===== src/loongarch_pkg.sv =====
`default_nettype none

package loongarch_pkg;

    typedef logic [31:0] word_t;
    typedef logic [4:0]  reg_addr_t;
    typedef logic [13:0] csr_addr_t;
    typedef logic [7:0]  alu_op_t;
    typedef logic [2:0]  alu_sel_t;
    typedef logic [6:0]  exc_code_t;

    localparam alu_op_t ALU_NOP     = 8'h00;
    localparam alu_op_t ALU_ADD     = 8'h01;
    localparam alu_op_t ALU_SUB     = 8'h02;
    localparam alu_op_t ALU_AND     = 8'h03;
    localparam alu_op_t ALU_OR      = 8'h04;
    localparam alu_op_t ALU_LLW     = 8'h10;
    localparam alu_op_t ALU_SCW     = 8'h11;
    localparam alu_op_t ALU_LDW     = 8'h12;
    localparam alu_op_t ALU_STW     = 8'h13;
    localparam alu_op_t ALU_CSRRD   = 8'h20;
    localparam alu_op_t ALU_CSRWR   = 8'h21;
    localparam alu_op_t ALU_CSRXCHG = 8'h22;

    localparam alu_sel_t ALU_SEL_NOP        = 3'd0;
    localparam alu_sel_t ALU_SEL_ARITH      = 3'd1;
    localparam alu_sel_t ALU_SEL_LOGIC      = 3'd2;
    localparam alu_sel_t ALU_SEL_LOAD_STORE = 3'd3;
    localparam alu_sel_t ALU_SEL_CSR        = 3'd4;

    // 2RI14 format, inst[31:24]
    localparam logic [7:0] OPC_LLW = 8'h20;
    localparam logic [7:0] OPC_SCW = 8'h21;
    localparam logic [7:0] OPC_CSR = 8'h04;

    localparam reg_addr_t CSRRD_RJ = 5'd0;  // other rj values give csrxchg
    localparam reg_addr_t CSRWR_RJ = 5'd1;

    // 2RI12 format, inst[31:22]
    localparam logic [9:0] OPC_ADDIW = 10'h00A;
    localparam logic [9:0] OPC_LDW   = 10'h0A2;
    localparam logic [9:0] OPC_STW   = 10'h0A6;

    // 3R format, inst[31:15]
    localparam logic [16:0] OPC_ADDW = 17'h00020;
    localparam logic [16:0] OPC_SUBW = 17'h00022;
    localparam logic [16:0] OPC_AND  = 17'h00029;
    localparam logic [16:0] OPC_OR   = 17'h0002A;

    localparam csr_addr_t CSR_LLBCTL = 14'h060;

    localparam exc_code_t EXC_NONE = 7'h00;
    localparam exc_code_t EXC_ADEF = 7'h08;
    localparam exc_code_t EXC_INE  = 7'h0D;

    typedef struct packed {
        logic      reg_write_en;
        reg_addr_t reg_write_addr;
        logic      reg1_read_en;
        reg_addr_t reg1_read_addr;
        logic      reg2_read_en;
        reg_addr_t reg2_read_addr;
        alu_op_t   aluop;
        alu_sel_t  alusel;
        word_t     imm;
        logic      is_privilege;
        logic      csr_read_en;
        logic      csr_write_en;
        csr_addr_t csr_addr;
    } dec_fields_t;

    typedef struct packed {
        word_t       pc;
        word_t       inst;
        logic        exc;
        exc_code_t   exc_code;
        dec_fields_t fields;
    } id_bundle_t;

    localparam dec_fields_t DEC_NOP = '0;

endpackage

`default_nettype wire


===== src/id_2ri14.sv =====
`timescale 1ns/100ps
`default_nettype none

module id_2ri14 import loongarch_pkg::*; (
    input  word_t       inst,
    output logic        hit,
    output dec_fields_t fields
);

    reg_addr_t   rj;
    reg_addr_t   rd;
    logic [13:0] si14;

    assign rj   = inst[9:5];
    assign rd   = inst[4:0];
    assign si14 = inst[23:10];  // also the csr number for the csr group

    always_comb begin
        hit    = 1'b0;
        fields = DEC_NOP;
        case (inst[31:24])
            OPC_LLW: begin
                hit                   = 1'b1;
                fields.reg_write_en   = 1'b1;
                fields.reg_write_addr = rd;
                fields.reg1_read_en   = 1'b1;
                fields.reg1_read_addr = rj;
                fields.aluop          = ALU_LLW;
                fields.alusel         = ALU_SEL_LOAD_STORE;
                fields.imm            = {{16{si14[13]}}, si14, 2'b00};  // word offset
                fields.csr_read_en    = 1'b1;
                fields.csr_addr       = CSR_LLBCTL;
            end
            OPC_SCW: begin
                hit                   = 1'b1;
                fields.reg_write_en   = 1'b1;
                fields.reg_write_addr = rd;
                fields.reg1_read_en   = 1'b1;
                fields.reg1_read_addr = rj;
                fields.reg2_read_en   = 1'b1;
                fields.reg2_read_addr = rd;  // store data
                fields.aluop          = ALU_SCW;
                fields.alusel         = ALU_SEL_LOAD_STORE;
                fields.csr_read_en    = 1'b1;
                fields.csr_addr       = CSR_LLBCTL;
            end
            OPC_CSR: begin
                hit                   = 1'b1;
                fields.is_privilege   = 1'b1;
                fields.reg_write_en   = 1'b1;
                fields.reg_write_addr = rd;
                fields.alusel         = ALU_SEL_CSR;
                fields.csr_read_en    = 1'b1;
                fields.csr_addr       = si14;
                case (rj)
                    CSRRD_RJ: begin
                        fields.aluop = ALU_CSRRD;
                    end
                    CSRWR_RJ: begin
                        fields.aluop          = ALU_CSRWR;
                        fields.reg1_read_en   = 1'b1;
                        fields.reg1_read_addr = rd;  // new csr value
                        fields.csr_write_en   = 1'b1;
                    end
                    default: begin
                        fields.aluop          = ALU_CSRXCHG;
                        fields.reg1_read_en   = 1'b1;
                        fields.reg1_read_addr = rd;
                        fields.reg2_read_en   = 1'b1;
                        fields.reg2_read_addr = rj;  // write mask
                        fields.csr_write_en   = 1'b1;
                    end
                endcase
            end
            default: begin
                hit    = 1'b0;
                fields = DEC_NOP;
            end
        endcase
    end

endmodule

`default_nettype wire


===== src/id_2ri12.sv =====
`timescale 1ns/100ps
`default_nettype none

module id_2ri12 import loongarch_pkg::*; (
    input  word_t       inst,
    output logic        hit,
    output dec_fields_t fields
);

    reg_addr_t   rj;
    reg_addr_t   rd;
    logic [11:0] si12;

    assign rj   = inst[9:5];
    assign rd   = inst[4:0];
    assign si12 = inst[21:10];

    always_comb begin
        hit    = 1'b0;
        fields = DEC_NOP;
        case (inst[31:22])
            OPC_ADDIW, OPC_LDW: begin
                hit                   = 1'b1;
                fields.reg_write_en   = 1'b1;
                fields.reg_write_addr = rd;
                fields.reg1_read_en   = 1'b1;
                fields.reg1_read_addr = rj;
                fields.imm            = {{20{si12[11]}}, si12};
                if (inst[31:22] == OPC_ADDIW) begin
                    fields.aluop  = ALU_ADD;
                    fields.alusel = ALU_SEL_ARITH;
                end else begin
                    fields.aluop  = ALU_LDW;
                    fields.alusel = ALU_SEL_LOAD_STORE;
                end
            end
            OPC_STW: begin
                hit                   = 1'b1;
                fields.reg1_read_en   = 1'b1;
                fields.reg1_read_addr = rj;  // base
                fields.reg2_read_en   = 1'b1;
                fields.reg2_read_addr = rd;  // store data, no writeback
                fields.aluop          = ALU_STW;
                fields.alusel         = ALU_SEL_LOAD_STORE;
                fields.imm            = {{20{si12[11]}}, si12};
            end
            default: begin
                hit    = 1'b0;
                fields = DEC_NOP;
            end
        endcase
    end

endmodule

`default_nettype wire


===== src/id_3r.sv =====
`timescale 1ns/100ps
`default_nettype none

module id_3r import loongarch_pkg::*; (
    input  word_t       inst,
    output logic        hit,
    output dec_fields_t fields
);

    logic [16:0] opcode;

    assign opcode = inst[31:15];

    always_comb begin
        hit    = 1'b0;
        fields = DEC_NOP;
        if (opcode == OPC_ADDW || opcode == OPC_SUBW ||
            opcode == OPC_AND  || opcode == OPC_OR) begin
            hit                   = 1'b1;
            fields.reg_write_en   = 1'b1;
            fields.reg_write_addr = inst[4:0];
            fields.reg1_read_en   = 1'b1;
            fields.reg1_read_addr = inst[9:5];    // rj
            fields.reg2_read_en   = 1'b1;
            fields.reg2_read_addr = inst[14:10];  // rk
            fields.imm            = '0;
        end
        case (opcode)
            OPC_ADDW: begin
                fields.aluop  = ALU_ADD;
                fields.alusel = ALU_SEL_ARITH;
            end
            OPC_SUBW: begin
                fields.aluop  = ALU_SUB;
                fields.alusel = ALU_SEL_ARITH;
            end
            OPC_AND: begin
                fields.aluop  = ALU_AND;
                fields.alusel = ALU_SEL_LOGIC;
            end
            OPC_OR: begin
                fields.aluop  = ALU_OR;
                fields.alusel = ALU_SEL_LOGIC;
            end
            default: ;
        endcase
    end

endmodule

`default_nettype wire


===== src/id_dispatch.sv =====
`timescale 1ns/100ps
`default_nettype none

module id_dispatch import loongarch_pkg::*; (
    input  word_t      pc,
    input  word_t      inst,
    output id_bundle_t bundle
);

    logic        hit_2ri14;
    logic        hit_2ri12;
    logic        hit_3r;
    logic        any_hit;
    dec_fields_t f_2ri14;
    dec_fields_t f_2ri12;
    dec_fields_t f_3r;
    dec_fields_t sel_fields;

    id_2ri14 u_2ri14 (.inst(inst), .hit(hit_2ri14), .fields(f_2ri14));
    id_2ri12 u_2ri12 (.inst(inst), .hit(hit_2ri12), .fields(f_2ri12));
    id_3r    u_3r    (.inst(inst), .hit(hit_3r),    .fields(f_3r));

    assign any_hit = hit_2ri14 | hit_2ri12 | hit_3r;

    // opcodes are disjoint, at most one term is non-zero
    assign sel_fields = (hit_2ri14 ? f_2ri14 : DEC_NOP) |
                        (hit_2ri12 ? f_2ri12 : DEC_NOP) |
                        (hit_3r    ? f_3r    : DEC_NOP);

    always_comb begin
        bundle.pc   = pc;
        bundle.inst = inst;
        if (pc[1:0] != 2'b00) begin  // fetch fault wins over decode
            bundle.exc      = 1'b1;
            bundle.exc_code = EXC_ADEF;
            bundle.fields   = DEC_NOP;
        end else if (!any_hit) begin
            bundle.exc      = 1'b1;
            bundle.exc_code = EXC_INE;
            bundle.fields   = DEC_NOP;
        end else begin
            bundle.exc      = 1'b0;
            bundle.exc_code = EXC_NONE;
            bundle.fields   = sel_fields;
        end
    end

endmodule

`default_nettype wire


===== src/id_stage.sv =====
`timescale 1ns/100ps
`default_nettype none

module id_stage import loongarch_pkg::*; (
    input  logic       clk,
    input  logic       arst_n,
    input  logic       in_valid,
    input  word_t      in_pc,
    input  word_t      in_inst,
    output logic       out_valid,
    output id_bundle_t out_bundle
);

    id_bundle_t dec_bundle;

    id_dispatch u_dispatch (
        .pc     (in_pc),
        .inst   (in_inst),
        .bundle (dec_bundle)
    );

    always_ff @(posedge clk or negedge arst_n) begin
        if (!arst_n) begin
            out_valid  <= 1'b0;
            out_bundle <= '0;
        end else begin
            out_valid <= in_valid;  // one pulse per strobe
            if (in_valid) begin
                out_bundle <= dec_bundle;  // held between strobes
            end
        end
    end

    // a decoded legal instruction always carries an operation
    a_legal_has_op: assert property (@(posedge clk) disable iff (!arst_n)
        out_valid && !out_bundle.exc |-> out_bundle.fields.aluop != ALU_NOP);

    a_csr_write_priv: assert property (@(posedge clk) disable iff (!arst_n)
        out_valid && out_bundle.fields.csr_write_en |-> out_bundle.fields.is_privilege);

    // faulting instruction must not reach writeback
    a_exc_no_write: assert property (@(posedge clk) disable iff (!arst_n)
        out_valid && out_bundle.exc |-> !out_bundle.fields.reg_write_en);

endmodule

`default_nettype wire


===== config.mk =====
export PLATFORM = sky130hd
export DESIGN_NAME = id_stage
export DESIGN_NICKNAME = d
export VERILOG_FILES = /design/src/loongarch_pkg.sv /design/src/id_2ri14.sv /design/src/id_2ri12.sv /design/src/id_3r.sv /design/src/id_dispatch.sv /design/src/id_stage.sv
export SDC_FILE = /design/constraint.sdc
export NUM_CORES = 1
export LEC_CHECK = 0
export ABC_AREA = 1
export BUFFER_PORTS_ARGS = -buffer_cell sky130_fd_sc_hd__buf_4
export CORE_UTILIZATION = 35
export CTS_CLUSTER_DIAMETER = 30
export DETAILED_ROUTE_END_ITERATION = 8
export PLACE_DENSITY = 0.56
export SYNTH_ARGS = -nofsm -noshare
export SYNTH_HDL_FRONTEND = slang
export SYNTH_HIERARCHICAL = 1
export SYNTH_SLANG_ARGS = --single-unit
export TNS_END_PERCENT = 30

===== constraint.sdc =====
create_clock -name clk -period 0.9 [get_ports clk]
set_input_delay 0.18 -clock clk [delete_from_list [all_inputs] [get_ports clk]]
set_output_delay 0.18 -clock clk [all_outputs]
set_load 0.01 [all_outputs]

==> out/summary.log <==
qor: synth.ys_top_cells_by_area dfrtp_1 (35%), nand2_1 (30%), buf_4 (15%)
qor: outcome.run_status complete, but fails checks
qor: setup_path.start_kind input port
qor: cells_and_area.sequential_cell_area 0.00378 mm2
qor: clock_tree.cts_tree built
qor: drt.remaining_drc_errors 0
qor: setup_path.reg2regPathDepth 3
qor: cells_and_area.multi_input_comb_area 0.00529 mm2
qor: drt.antenna_violating_nets_post_route 0
qor: synth.synth_enable_flop_cells 0
qor: power.power.density 1170 mW/mm2
qor: sta.final_setup_viols 230
qor: floorplanning.start_util 35.7%
qor: cells_and_area.syn_to_final_growth 43.3%
qor: floorplanning.fp.dieW 176 um
qor: cells_and_area.stdcell_area 0.0153 mm2
qor: drt.via_count 9,894
qor: sta.achievable-frequency 0.802 GHz
qor: global_routing.gr_usage_total 20.2%
qor: sta.finalMaxSlewViolations 0
qor: synth.synth-async-reset-ratio 100%
qor: setup_path.r2r_start out_bundle[70]
qor: floorplanning.design.core.area 0.0298 mm2
qor: floorplanning.rows 63
qor: outcome.failed_checks setup timing
qor: sta.timing.clock.skew 0 ps
qor: clock_tree.cts.path.max_buffers 2
qor: clock_tree.clock-sinks 151
qor: global_routing.global_route.usage.met3 4.03%
qor: synth.synthDominantCellAreaShare 35.5%
qor: placement.post_dp_cell_area 0.0121 mm2
qor: clock_tree.latest_clock_arrival_within_the_worst_skew_pair 430 ps
qor: placement.port_buffers 217
qor: flow_run.max_cap_violations 0
qor: synth.ys_warn_count 6
qor: global_routing.grt_max_degree 51
qor: global_routing.antenna_violations_before_repair 0
qor: hold_path.min_from in_inst[29]
qor: synth.yosysTopAreaCell dfrtp_1
qor: clock_tree.tritoncts.num_buffers 17
qor: cells_and_area.finish.utilization 51.2%
qor: global_routing.grt_pass1_wl 49,300 um
qor: floorplanning.die_area 0.0311 mm2
qor: power.p_leak 9.20 nW
qor: synth.netlist-cell-type-count 21
qor: drt.total_iterations_of_the_first_detailed_routing_run 5
qor: synth.netlist_instances 1,640
qor: clock_tree.cts-htree-levels 4
qor: placement.dpl_worst_slack -805 ps
qor: global_routing.global_route.peak_usage_layer met2
qor: synth.syn_avg_cell_area 6.49 um2
qor: cells_and_area.antenna_cells 0
qor: hold_path.min-delay-path-class input port to register
qor: setup_path.rrSetupSlack 150 ps
qor: hold_path.timing.hold.worst_endpoint out_bundle[115]
qor: cells_and_area.final.fill_count 2,822
qor: setup_path.crit-reg2reg-capture out_bundle[70]
qor: setup_path.crit_path_end_kind register
qor: hold_path.min_delay_path_depth 3
qor: setup_path.critPathMaxFanout 8
qor: drt.routed_wirelength 31,600 um
qor: drt.drt-initial-drc-count 621
qor: sta.post_route_setup_slack -346 ps
qor: clock_tree.cts_root_buf clkbuf_16
qor: drt.wire_per_inst 13.9 um
qor: cells_and_area.nNetsFinal 1,943
qor: placement.post-place-cells 2,146
qor: drt.detail_route.vias_per_cell 4.34
qor: cells_and_area.final_layout_size_suffix_gt1_share 30.7%
qor: setup_path.worstSetupStartpoint in_inst[23]
qor: cells_and_area.layoutNonFillerInstCount 2,279
qor: synth.yosys-top-cells-count nand2_1 (865), buf_4 (208), dfrtp_1 (151), inv_1 (150), nand3_1 (91)
qor: synth.synthMostInstantiatedCell nand2_1
qor: sta.finalWorstPathRequiredPeriod 1250 ps
qor: sta.min_period_over_period 138%
qor: sta.grt_setup_unrepaired true
qor: sta.setup-tns-final -56,220 ps
qor: floorplanning.dieHeight 176 um
qor: global_routing.vias_in_the_first_global_route 9,609
qor: power.max_ir_drop_vdd 1230 uV
qor: synth.yosysSeqAreaShare 35.5%
qor: sta.final-hold-violation-count 0
qor: placement.place_hpwl 20,700 um
qor: placement.gpl.final_weighted_congestion 0.811
qor: synth.netlist_area 0.0106 mm2
qor: synth.synth_seq_cells 151
qor: setup_path.worst_ep_required_time 1230 ps
qor: global_routing.use_met2 34.3%
qor: setup_path.critPathArrivalTime 1580 ps
qor: global_routing.grt_overflow_total 0
qor: floorplanning.pin_count 218
qor: synth.dominant_synthesized_flop_cell dfrtp_1
qor: setup_path.setup.worst_path.class input port to register
qor: clock_tree.clkTransAtPathRegs 70 ps
qor: global_routing.grt_use_met1 25.4%
==> cells by family after synthesis <==
family | share of synthesized area (%)
other cells | 0.141
simple gates | 39.7
buf+inv | 24.7
flops | 35.5
==> where the power goes <==
part / leakage (nW) / internal [W] / switching [W]
combinational: 6.92 / 0.00139 / 0.00141
sequential: 1.98 / 0.00708 / 0.000213
clock: 0.302 / 0.00452 / 0.00322
==> metrics by stage <==
step | power [W] | hold WS (ps)
CTS | 0.0179 | 2.11
global route | 0.0186 | 13.3
detailed placement | 0.00960 | 53.4
floorplan | 0.00873 | -116
global placement | 0.00957 | 54.3
finish | 0.0178 | 16.6
==> final cells by class <==
cell class,instances,share of cell area [%]
Timing Repair Buffer,408,29.1
Clock inverter,14,1.24
Multi-Input combinational cell,1145,34.7
Clock buffer,18,2.88
Inverter,152,4.13
Tap cell,390,3.20
Sequential cell,151,24.8
Timing Repair inverter,1,0.0410
==> routing by layer <==
layer | routed length (um) | vias up
met4 | 807 | 0
met5 | 0 | -
met2 | 15200 | 256
li1 | - | 5036
met3 | 1440 | 50
met1 | 14200 | 4552
==> critical path, cell delays in order <==
cell and delay [ps]:
buf_8 100, buf_6 120, nand2_8 70, nor2_4 40
nand3_2 100, nand3_4 140, buf_6 170, buf_12 130
buf_12 140, nand2_1 80, nand3_2 90, nand2_1 70
inv_1 40, nand2_1 50, nand2_1 50
==> layout by cell type, fill, tap and decap left out, types with 13 or more instances in the layout <==
master / instances
clkbuf_16: 23
nand3_2: 37
nand3_1: 55
buf_12: 32
conb_1: 88
dlygate4sd3_1: 42
nand2_4: 26
dfrtp_1: 151
nor2_2: 13
nor2_4: 39
buf_4: 154
inv_1: 129
nand2_2: 35
nor2_1: 32
nand2_1: 809
buf_6: 164
==> sequential cells by signal (all words and copies together) (netlist names) <==
name	cells
out_bundle	150
out_valid	1
==> how the worst max path moves through the flow <==
| stage | endpoint | depth (start not counted) | slack (ps) |
|---|---|---|---|
| final | out_bundle[69] | 15 | -350 |
| after global routing | out_bundle[25] | 16 | -430 |
| after CTS | out_bundle[76] | 1 | -290 |
| after detailed placement | out_bundle[69] | 15 | -800 |
| after global placement | out_bundle[69] | 15 | -790 |
| after floorplan | out_bundle[80] | 15 | -770 |
==> timing repair <==
item                                   in CTS  in global routing
endpoints found under the hold margin     192                  0
hold buffers                               42                  0
setup endpoints to repair                 230                230
buffers inserted                           36                 16
pin swaps                                  45                 50
resized for setup                         253                150
cloned                                     11                  6
No activity file was read; power rests on OpenSTA's default activity.
